<file path="src/design/rpRegPkg.sv">
////////////////////////////////////////////////////////////////////////////
// Disk drive register formats, bit positions and function codes.
// Imported by the drive blocks that pack or decode register words.
////////////////////////////////////////////////////////////////////////////

package rpRegPkg;

   // Offset register as seen by the controller
   typedef struct packed {
      logic [2:0] unused15;
      logic       fmt22;
      logic       eci;
      logic       hci;
      logic [1:0] unused9;
      logic       ofd;
      logic [6:0] ofs;
   } rpOfReg;

   // Control word view of a bus data word
   typedef struct packed {
      logic [29:0] unused35;
      logic [4:0]  fn;
      logic        go;
   } rpCs1Word;

   // Offset view of a bus data word, OF layout in the low half
   typedef struct packed {
      logic [19:0] unused35;
      rpOfReg      ofv;
   } rpOfWord;

   // One 36-bit data word, decoded per target register
   typedef union packed {
      rpCs1Word cs1;
      rpOfWord  ofw;
   } rpDataWord;

   // Error register 1, only RMR and ILF are kept
   typedef struct packed {
      logic [12:0] unused15;
      logic        rmr;
      logic        unused1;
      logic        ilf;
   } rpEr1Reg;

   // Function codes, CS1 bits 5:1
   localparam logic [4:0] FN_NOP    = 5'o00;
   localparam logic [4:0] FN_DRVCLR = 5'o04;
   localparam logic [4:0] FN_CENTER = 5'o07;
   localparam logic [4:0] FN_PRESET = 5'o10;

   // Drive status bit positions
   localparam int DS_ERR = 14;
   localparam int DS_DPR = 8;
   localparam int DS_DRY = 7;
   localparam int DS_VV  = 6;

endpackage

</file>
<file path="src/design/rpBusPkg.sv">
////////////////////////////////////////////////////////////////////////////
// Register bus write transaction, drive register addresses and busy time.
////////////////////////////////////////////////////////////////////////////

package rpBusPkg;

   // One-cycle write strobe from the controller
   typedef struct packed {
      logic              valid;
      logic [3:0]        addr;
      rpRegPkg::rpDataWord data;
   } rpWrite;

   // Drive register addresses
   localparam logic [3:0] ADDR_CS1 = 4'd0;
   localparam logic [3:0] ADDR_DS  = 4'd1;
   localparam logic [3:0] ADDR_ER1 = 4'd2;
   localparam logic [3:0] ADDR_OF  = 4'd9;

   // Cycles the drive reports not ready after PRESET or CENTER
   localparam int BUSY_CYCLES = 8;

   // Width of the busy down-counter
   localparam int BUSY_WIDTH = $clog2(BUSY_CYCLES + 1);

endpackage

</file>
<file path="src/design/rpCmdDecode.sv">
////////////////////////////////////////////////////////////////////////////
// Register write decoder for the drive: command pulses, busy timing and
// refusal of writes while the drive is not ready.
////////////////////////////////////////////////////////////////////////////

`timescale 1ns/100ps

module rpCmdDecode
(
   input  logic            clk,
   input  logic            rst,
   input  rpBusPkg::rpWrite wr,
   output logic            clr,
   output logic            center,
   output logic            preset,
   output logic            ofWrite,
   output logic            rmrSet,
   output logic            ilfSet,
   output logic            dry
);

   import rpRegPkg::*;
   import rpBusPkg::*;

   logic [BUSY_WIDTH-1:0] busyCnt;
   logic                  cs1Sel;
   logic                  ofSel;
   logic [4:0]            fn;
   logic                  go;

   // Address match, qualified by the strobe
   assign cs1Sel = wr.valid && (wr.addr == ADDR_CS1);
   assign ofSel  = wr.valid && (wr.addr == ADDR_OF);

   // Control word view of the data
   assign fn = wr.data.cs1.fn;
   assign go = wr.data.cs1.go;

   // Ready whenever the busy timer has run out
   assign dry = (busyCnt == '0);

   ////////////////////////////////////////////////////////////////////////
   // Command and write qualification
   ////////////////////////////////////////////////////////////////////////

   always_comb
   begin
      clr     = 1'b0;
      center  = 1'b0;
      preset  = 1'b0;
      ofWrite = 1'b0;
      rmrSet  = 1'b0;
      ilfSet  = 1'b0;

      if (cs1Sel)
      begin
         // Drive clear gets through even when busy
         if (go && (fn == FN_DRVCLR))
            clr = 1'b1;
         else if (!dry)
            rmrSet = 1'b1;
         else if (go && (fn != FN_NOP))
         begin
            case (fn)
               FN_CENTER: center = 1'b1;
               FN_PRESET: preset = 1'b1;
               // Anything else is not supported by this drive
               default:   ilfSet = 1'b1;
            endcase
         end
      end

      // Offset load only when ready
      if (ofSel)
      begin
         if (dry)
            ofWrite = 1'b1;
         else
            rmrSet = 1'b1;
      end
   end

   ////////////////////////////////////////////////////////////////////////
   // Busy timer
   ////////////////////////////////////////////////////////////////////////

   // Loaded at the command edge, ready again after BUSY_CYCLES edges
   always_ff @(posedge clk or posedge rst)
   begin
      if (rst)
         busyCnt <= '0;
      else if (center || preset)
         busyCnt <= BUSY_WIDTH'(BUSY_CYCLES);
      else if (!dry)
         busyCnt <= busyCnt - 1'b1;
   end

endmodule

</file>
<file path="src/design/rpOffset.sv">
////////////////////////////////////////////////////////////////////////////
// Drive offset register. Loaded from the bus when the decoder allows it,
// cleared in parts by PRESET, DRIVE CLEAR and RETURN TO CENTERLINE.
////////////////////////////////////////////////////////////////////////////

`timescale 1ns/100ps

module rpOffset
(
   input  logic                clk,
   input  logic                rst,
   input  logic                clr,
   input  logic                center,
   input  logic                preset,
   input  rpRegPkg::rpDataWord dataIn,
   input  logic                ofWrite,
   output rpRegPkg::rpOfReg    ofReg
);

   import rpRegPkg::*;

   rpOfReg ofIn;
   logic   fmt22Q;
   logic   eciQ;
   logic   hciQ;
   logic   ofdQ;
   logic   [6:0] ofsQ;

   // Offset view of the incoming data word
   assign ofIn = dataIn.ofw.ofv;

   ////////////////////////////////////////////////////////////////////////
   // Format and inhibit bits
   ////////////////////////////////////////////////////////////////////////

   // Preset wins over a load
   always_ff @(posedge clk or posedge rst)
   begin
      if (rst)
      begin
         fmt22Q <= 1'b0;
         eciQ   <= 1'b0;
         hciQ   <= 1'b0;
      end
      else if (preset)
      begin
         fmt22Q <= 1'b0;
         eciQ   <= 1'b0;
         hciQ   <= 1'b0;
      end
      else if (ofWrite)
      begin
         fmt22Q <= ofIn.fmt22;
         eciQ   <= ofIn.eci;
         hciQ   <= ofIn.hci;
      end
   end

   ////////////////////////////////////////////////////////////////////////
   // Head offset direction and amount
   ////////////////////////////////////////////////////////////////////////

   // Drive clear or centerline puts the heads back on track
   always_ff @(posedge clk or posedge rst)
   begin
      if (rst)
      begin
         ofdQ <= 1'b0;
         ofsQ <= '0;
      end
      else if (clr || center)
      begin
         ofdQ <= 1'b0;
         ofsQ <= '0;
      end
      else if (ofWrite)
      begin
         ofdQ <= ofIn.ofd;
         ofsQ <= ofIn.ofs;
      end
   end

   // Unused bits always read as zero
   always_comb
   begin
      ofReg       = '0;
      ofReg.fmt22 = fmt22Q;
      ofReg.eci   = eciQ;
      ofReg.hci   = hciQ;
      ofReg.ofd   = ofdQ;
      ofReg.ofs   = ofsQ;
   end

endmodule

</file>
<file path="src/design/rpErrorReg.sv">
////////////////////////////////////////////////////////////////////////////
// Drive error register 1. Sticky flags set by decoder pulses and
// cleared by DRIVE CLEAR.
////////////////////////////////////////////////////////////////////////////

`timescale 1ns/100ps

module rpErrorReg
(
   input  logic              clk,
   input  logic              rst,
   input  logic              clr,
   input  logic              rmrSet,
   input  logic              ilfSet,
   output rpRegPkg::rpEr1Reg er1
);

   import rpRegPkg::*;

   logic rmrQ;
   logic ilfQ;

   ////////////////////////////////////////////////////////////////////////
   // Error flags
   ////////////////////////////////////////////////////////////////////////

   // Register modification refused, clear has priority
   always_ff @(posedge clk or posedge rst)
   begin
      if (rst)
         rmrQ <= 1'b0;
      else if (clr)
         rmrQ <= 1'b0;
      else if (rmrSet)
         rmrQ <= 1'b1;
   end

   // Illegal function
   always_ff @(posedge clk or posedge rst)
   begin
      if (rst)
         ilfQ <= 1'b0;
      else if (clr)
         ilfQ <= 1'b0;
      else if (ilfSet)
         ilfQ <= 1'b1;
   end

   // Pack into ER1 layout, other bits zero
   always_comb
   begin
      er1     = '0;
      er1.rmr = rmrQ;
      er1.ilf = ilfQ;
   end

endmodule

</file>
<file path="src/design/rpStatusRead.sv">
////////////////////////////////////////////////////////////////////////////
// Volume valid flag, drive status word and the combinational read mux
// for the drive register bus.
////////////////////////////////////////////////////////////////////////////

`timescale 1ns/100ps

module rpStatusRead
(
   input  logic              clk,
   input  logic              rst,
   input  logic              preset,
   input  logic              dry,
   input  rpRegPkg::rpEr1Reg er1,
   input  rpRegPkg::rpOfReg  ofReg,
   input  logic [3:0]        rdAddr,
   output logic [15:0]       rdData
);

   import rpRegPkg::*;
   import rpBusPkg::*;

   logic        vvQ;
   logic [15:0] dsWord;

   // Volume valid, only reset takes it away
   always_ff @(posedge clk or posedge rst)
   begin
      if (rst)
         vvQ <= 1'b0;
      else if (preset)
         vvQ <= 1'b1;
   end

   // Status word, DPR is tied on for a present drive
   always_comb
   begin
      dsWord         = '0;
      dsWord[DS_ERR] = |er1;
      dsWord[DS_DPR] = 1'b1;
      dsWord[DS_DRY] = dry;
      dsWord[DS_VV]  = vvQ;
   end

   ////////////////////////////////////////////////////////////////////////
   // Read multiplexer
   ////////////////////////////////////////////////////////////////////////

   // CS1 is write-only here
   always_comb
   begin
      case (rdAddr)
         ADDR_CS1: rdData = '0;
         ADDR_DS:  rdData = dsWord;
         ADDR_ER1: rdData = er1;
         ADDR_OF:  rdData = ofReg;
         default:  rdData = '0;
      endcase
   end

endmodule

</file>
<file path="src/design/rpDrive.sv">
////////////////////////////////////////////////////////////////////////////
// Drive register top level. Hooks the decoder, offset, error and status
// blocks to the controller write strobe and read port.
////////////////////////////////////////////////////////////////////////////

`timescale 1ns/100ps

module rpDrive
(
   input  logic             clk,
   input  logic             rst,
   input  rpBusPkg::rpWrite wr,
   input  logic [3:0]       rdAddr,
   output logic [15:0]      rdData
);

   import rpRegPkg::*;

   // Decoder pulses and ready level
   logic   clr;
   logic   center;
   logic   preset;
   logic   ofWrite;
   logic   rmrSet;
   logic   ilfSet;
   logic   dry;

   // Register state toward the read side
   rpOfReg  ofReg;
   rpEr1Reg er1;

   rpCmdDecode i_cmdDecode
   (
      .clk     (clk),
      .rst     (rst),
      .wr      (wr),
      .clr     (clr),
      .center  (center),
      .preset  (preset),
      .ofWrite (ofWrite),
      .rmrSet  (rmrSet),
      .ilfSet  (ilfSet),
      .dry     (dry)
   );

   rpOffset i_offset
   (
      .clk     (clk),
      .rst     (rst),
      .clr     (clr),
      .center  (center),
      .preset  (preset),
      .dataIn  (wr.data),
      .ofWrite (ofWrite),
      .ofReg   (ofReg)
   );

   rpErrorReg i_errorReg
   (
      .clk    (clk),
      .rst    (rst),
      .clr    (clr),
      .rmrSet (rmrSet),
      .ilfSet (ilfSet),
      .er1    (er1)
   );

   // Read port
   rpStatusRead i_statusRead
   (
      .clk    (clk),
      .rst    (rst),
      .preset (preset),
      .dry    (dry),
      .er1    (er1),
      .ofReg  (ofReg),
      .rdAddr (rdAddr),
      .rdData (rdData)
   );

endmodule

</file>
<file path="config.mk">
export PLATFORM = sky130hd
export DESIGN_NAME = rpDrive
export DESIGN_NICKNAME = d
export VERILOG_FILES = /design/src/design/rpRegPkg.sv /design/src/design/rpBusPkg.sv /design/src/design/rpCmdDecode.sv /design/src/design/rpOffset.sv /design/src/design/rpErrorReg.sv /design/src/design/rpStatusRead.sv /design/src/design/rpDrive.sv
export SDC_FILE = /design/constraint.sdc
export NUM_CORES = 1
export LEC_CHECK = 0
export BUFFER_PORTS_ARGS = -buffer_cell sky130_fd_sc_hd__buf_2
export CAP_MARGIN = 20
export CORE_ASPECT_RATIO = 0.9
export CORE_MARGIN = 4
export CORE_UTILIZATION = 45
export CTS_CLUSTER_SIZE = 14
export DETAILED_ROUTE_END_ITERATION = 8
export PLACE_DENSITY = 0.89
export SETUP_SLACK_MARGIN = 0.3
export SYNTH_ARGS = -nofsm -noshare
export SYNTH_HDL_FRONTEND = slang
export SYNTH_SLANG_ARGS = --single-unit
</file>
<file path="constraint.sdc">
create_clock -name clk -period 5.35 [get_ports clk]
set_clock_uncertainty 0.1 [all_clocks]
set_input_delay 0.2675 -clock clk [delete_from_list [all_inputs] [get_ports clk]]
set_output_delay 0.2675 -clock clk [all_outputs]
set_load 0.05 [all_outputs]
</file>
After elaboration in Yosys (flattened, before gate mapping)
Index checks and enable logic that the tools add are counted.

storage, ports and cells
  flip-flop bits (word level) = 18
  bits in latches = 0
  RAM bits = 0
  ROM bits = 0
  input bits = 47
  output and inout port bits = 16
  word-level logic and storage cells = 74
  memories kept = 0

cells by class
  $add $sub $neg = 1
  multiply operators = 0
  div/mod/pow operators = 0
  magnitude comparators = 0
  equal/unequal tests = 8
  shifts and indexed selects = 0
  multiplexer cells = 41
  bitwise operators = 0
  reduce and logical (&&, ||, !) cells = 15

operators with widths
  operator               number
  $pmux W15 S3           1
  $mux W1                36
  $mux W7                2
  $eq A5 B3 Y1 const B   2
  $eq A4 B4 Y1 const B   2
  $logic_not A4 Y1       2
  $mux W4                2
  $reduce_bool A2 Y1     4
  $eq A5 B4 Y1 const B   1
  $reduce_bool A5 Y1     1
  $eq A4 B1 Y1 const B   1
  $eq A4 B2 Y1 const B   1
  $logic_and A1 B1 Y1    4
  $reduce_or A2 Y1       2
  $sub A4 B1 Y4 const B  1
  $logic_or A1 B1 Y1     2
  $ne A2 B2 Y1 const B   1

Depth between registers and ports, before layout
  depth in word-level cells = 9
  mapped depth = 7
  mapped depth without buffers = 5

Cells and area by module
Synthesis repeated with hierarchy kept, for this count alone.

unflattened totals
  cell total of the unflattened synthesis = 146
  area total of the unflattened synthesis = 1393.8 µm²

by module, submodules not included
  module        times used  cells an instance  area an instance (µm²)
  rpOffset      1           47                 524.3
  rpCmdDecode   1           43                 357.8
  rpStatusRead  1           34                 314.1
  rpErrorReg    1           22                 197.7

Least setup slack after synthesis
No wires, ideal clock.

  path type = input -> output
  from = in rdAddr[1]
  to = out rdData[6]
  data arrival time = 2.817 ns
  data required time = 4.983 ns
  setup slack = 2.166 ns
  stages on the path = 2
  buffers on the path = 0
  path through = nor4b_1 > a22o_1

on the way
  longest elaborated chain between the ends = 2
  elaborated cells between the ends (all ways) = 4

RTL lines
  element                               line                source
  start: declaration                    rpDrive.sv:13       input logic [3:0] rdAddr,
  $eq A4 B4 Y1 (tied with other cells)  rpStatusRead.sv:52  case (rdAddr)
  $pmux W15 S3 *                        rpStatusRead.sv:52
  end: declaration                      rpDrive.sv:14       output logic [15:0] rdData

Mark *: on every way between the ends. The rest lies on a longest branch, timed or not.

Final worst setup path
  from = reg i_cmdDecode.busyCnt[0]
  to = out rdData[7]

on the way
  longest elaborated chain between the ends = 2

RTL lines
  element                   line                source
  start: declaration        rpCmdDecode.sv:25   logic [BUSY_WIDTH-1:0] busyCnt;
  start signal: assignment  rpCmdDecode.sv:93   busyCnt <= BUSY_WIDTH'(BUSY_CYCLES);
  start signal: assignment  rpCmdDecode.sv:95   busyCnt <= busyCnt - 1'b1;
  $logic_not A4 Y1          rpCmdDecode.sv:40   assign dry = (busyCnt == '0);
  $pmux W15 S3              rpStatusRead.sv:52

No other way between the ends.

==> metrics list <==
* Run status: finished clean
- Antenna cells: 0
- RSZ-0062 raised after global routing: no
- Met3 global-route usage: 2.30%
* Top Usage Layer GRT: met2
- Cell-by-cell listing of the critical path: inv_1 -> ha_1 -> nor3b_2 -> buf_6 -> a22o_1 -> buf_2
- At the end of the flow, the number of nets in the layout was about 210.
- Counting flops with an async set or reset pin after synthesis yields a share of between 90% and 100%.
- Number of flops mapped to enable cells by yosys: 0
- Global-route met1 utilization: 23.3%
* Post-synthesis instance area: roughly 0.0012 sq mm
* Port-buffer cells: 34
* Hold WC Path Type: input port to register
* P&R area growth vs syn: 15.6%
- TritonCTS Sinks: 18
- Via count of the first global-routing pass: 1,073
- The initial utilization of the core area, before any placement, comes to about 48%.
- The number of different library cells used by synthesis comes to 36.
- At the pin with the least slew margin, the transition time is 0.978 ns.
* Via-to-Cell Ratio: approximately 6.2
- Final TNS setup: 0 ns
- Antenna violations before repair: 0
* Half-perimeter wire length of the detailed placement result: 2220 um
- Count of fill cells added during filler insertion: 216
- Mean routed wirelength per cell: 16.5 um
* Required time of the worst setup path: between 4 and 5 ns
* Post-route DRC: 0
- Final Hold Viols: 0
- After layout, the design draws a total of roughly 430 uW.
* Total via count in the routed design: about 1,100
* Final antenna-violating net count: 0
- The worst setup path is launched from a register.
- Met2 Track Usage GR: 28.4%
* Data arrival, critical path: 1.89 ns
- Final setup violation count: 0
- Total global routing track utilization: a little under a fifth
* Worst-case vdd ir drop: 0.210 mV
- Timing would allow up to 443 MHz.
* Classification of the worst setup path: register to output pin
- Area used by sequential logic in the layout: 450 sq um
- Avg Synthesized Cell Area: 9.43 sq um
- Top-count cell post-synth: dfrtp_1
- Congestion Overflow GR: 0
- Most instantiated flip-flop cell in the synthesis netlist: dfrtp_1
- Most frequent cells after synthesis: dfrtp_1 (18), nand4_1 (11), o31ai_1 (11)
- Area occupied by multi-input gates: 648 sq um
- In this run, the number of DRC markers left after iteration 0 of detailed routing was between 50 and 60.
- STA classifies the critical path endpoint as an output pin.
- Synthesis inferred 18 register bits.
* First-pass detailed-route iteration total: 4
- Ranked by total cell area, the synthesized netlist is headed by dfrtp_1 (38%), o31ai_1 (7.0%), a22oi_1 (6.4%).
- The longest clock path from root to sink contains 2 buffers.
- Summed over all cells, the static leakage comes to 0.000675 uW.
- Maximum level of the CTS H-tree: 1
* Maximum number of pins on one net before global-route repair: 19
- In this run the worst path has a maximum fanout of 16.
- The floorplan step defined a die boundary enclosing 0.00350 sq mm.
- The critical path contains buffers and inverters numbering 3 combined.
- The tool flagged a number of max-cap violations equal to 0.
- Clock input transition at the sequential cells of the worst setup and hold paths: 0.10 ns
- The final critical path takes up 42.2% of the cycle.
- The slowest stage of the critical path is the dfrtp_1 cell.
- The core region is 0.00247 sq mm.
* Share of post-route cells with drive strength above 1: 28.4%
- After synthesis, the largest area contributor takes up 38.2% of total cell area.
* Total power divided by cell area: 317 mW/mm^2
- From bottom edge to top edge, the die measures 56.6 um.
* Gate count of the mapped netlist: approximately 130
- At the end of routability-driven placement, the weighted congestion stood at 0.802.
* Warnings from Yosys: 0
- The largest single stage delay on the critical path is 0.41 ns.
- The max-slew violation count is 0.
- The kind of cell with the highest combined delay along the critical path is buffers and inverters.
- In this run the clock root is driven by a clkbuf_4.
* Post-synth top area cell: dfrtp_1
- TritonCTS built the clock tree.
- Measured against its own limit, the worst slew margin works out to 34.5%.
- # rows: 17
* Crit path time final: 2.26 ns
* Chip width: roughly 62 um
- At the later pin of the worst-skew pair, clock insertion delay measures roughly 0.3 ns.
- Proportion of synthesized chip area in sequential cells: 38.2%
- Counting the buffers created by CTS gives 3.
- During I/O placement, the number of pins put on the boundary was 63.
* First-pass GRT wire length: 4810 um
* Sum of routed wire length over all layers: 3020 um
-- per-stage QoR --
| stage | cell area [sq um] | instances | util, % | setup slack, ns | hold slack, ns |
|---|---|---|---|---|---|
| detailed placement | 1320 | 178 | 53.4 | 2.91 | 0.301 |
| global placement | 1320 | 178 | 53.4 | 3.01 | 0.291 |
| CTS | 1350 | 182 | 54.8 | 2.58 | 0.127 |
| finish | 1360 | 183 | 55.2 | 3.09 | 0.120 |
| floorplan | 1190 | 127 | - | 2.17 | 0.106 |
| global route | 1360 | 183 | 55.2 | 2.97 | 0.121 |
-- worst paths after layout --
kind | start | endpoint | slack, ns | cells past startpoint
max | i_cmdDecode.busyCnt[0]$_DFFE_PP0P_ | rdData[7] | 3.09 | 6
min | wr[12] | i_offset.fmt22Q$_DFFE_PP0P_ | 0.12 | 3
max reg2reg | i_cmdDecode.busyCnt[0]$_DFFE_PP0P_ | i_offset.ofsQ[2]$_DFFE_PP0P_ | 3.23 | 5
min reg2reg | i_statusRead.vvQ$_DFFE_PP0P_ | i_statusRead.vvQ$_DFFE_PP0P_ | 0.40 | 1
max in group asynchronous | rst | i_offset.ofsQ[3]$_DFFE_PP0P_ | 4.22 | 3
min in group asynchronous | rst | i_statusRead.vvQ$_DFFE_PP0P_ | 0.50 | 3
-- routing by layer --
layer / vias up / wire (um)
met2: 60 / 1400
met1: 538 / 1270
li1: 532 / -
met5: - / 0
met3: 5 / 280
met4: 0 / 59
-- logic make-up (layout without fill, tap and decap cells) --
| logic type | Yosys count | count (layout) | share of synthesized area (%) |
|---|---|---|---|
| mux | 1 | 1 | 0.849 |
| buf+inv | 15 | 43 | 7.43 |
| fa+ha+maj | 2 | 2 | 2.12 |
| compound gates | 33 | 33 | 20.5 |
| other cells | 1 | 3 | 0.318 |
| xor+xnor | 1 | 1 | 0.743 |
| flops | 18 | 18 | 38.2 |
| simple gates | 54 | 54 | 29.8 |
-- cell usage in the layout, fill, tap and decap left out, types with 4 or more instances in the layout --
cell type,instances
inv_1,4
nand4_1,11
and2_1,8
nor2_1,6
a21oi_1,4
nand2_1,7
o31ai_1,11
dfrtp_1,18
buf_2,34
a22oi_1,10
-- worst min-delay path, stage by stage --
cell and delay (ns):
buf_2 0.09, nand4_1 0.06, a21oi_1 0.06
-- timing repair --
item | in CTS | in global routing
gates resized for setup | 0 | 0
hold buffers | 1 | 0
setup buffers | 0 | 0
hold endpoints to repair | 18 | 0
-- flip-flops by register name (all words and copies together) (netlist names) --
| register | count |
|---|---|
| i_offset.eciQ | 1 |
| i_errorReg.ilfQ | 1 |
| i_offset.hciQ | 1 |
| i_offset.ofdQ | 1 |
| i_cmdDecode.busyCnt | 4 |
| i_statusRead.vvQ | 1 |
| i_offset.fmt22Q | 1 |
| i_offset.ofsQ | 7 |
| i_errorReg.rmrQ | 1 |
-- report_power, final --
| group | internal [uW] | switching, uW | leakage [uW] |
|---|---|---|---|
| registers | 174 | 26.6 | 0.000232 |
| clock network | 26.3 | 42.3 | 0.0000138 |
| logic | 66.7 | 96.3 | 0.000429 |
-- layout make-up --
| type | instances | area share (%) |
|---|---|---|
| clock buffer | 3 | 1.65 |
| inverter | 4 | 1.10 |
| multi-input combinational | 94 | 47.6 |
| sequential | 18 | 33.1 |
| tap | 28 | 2.57 |
| timing repair buffer | 36 | 14.0 |
Note: power is estimated with default switching activity, not from simulation.
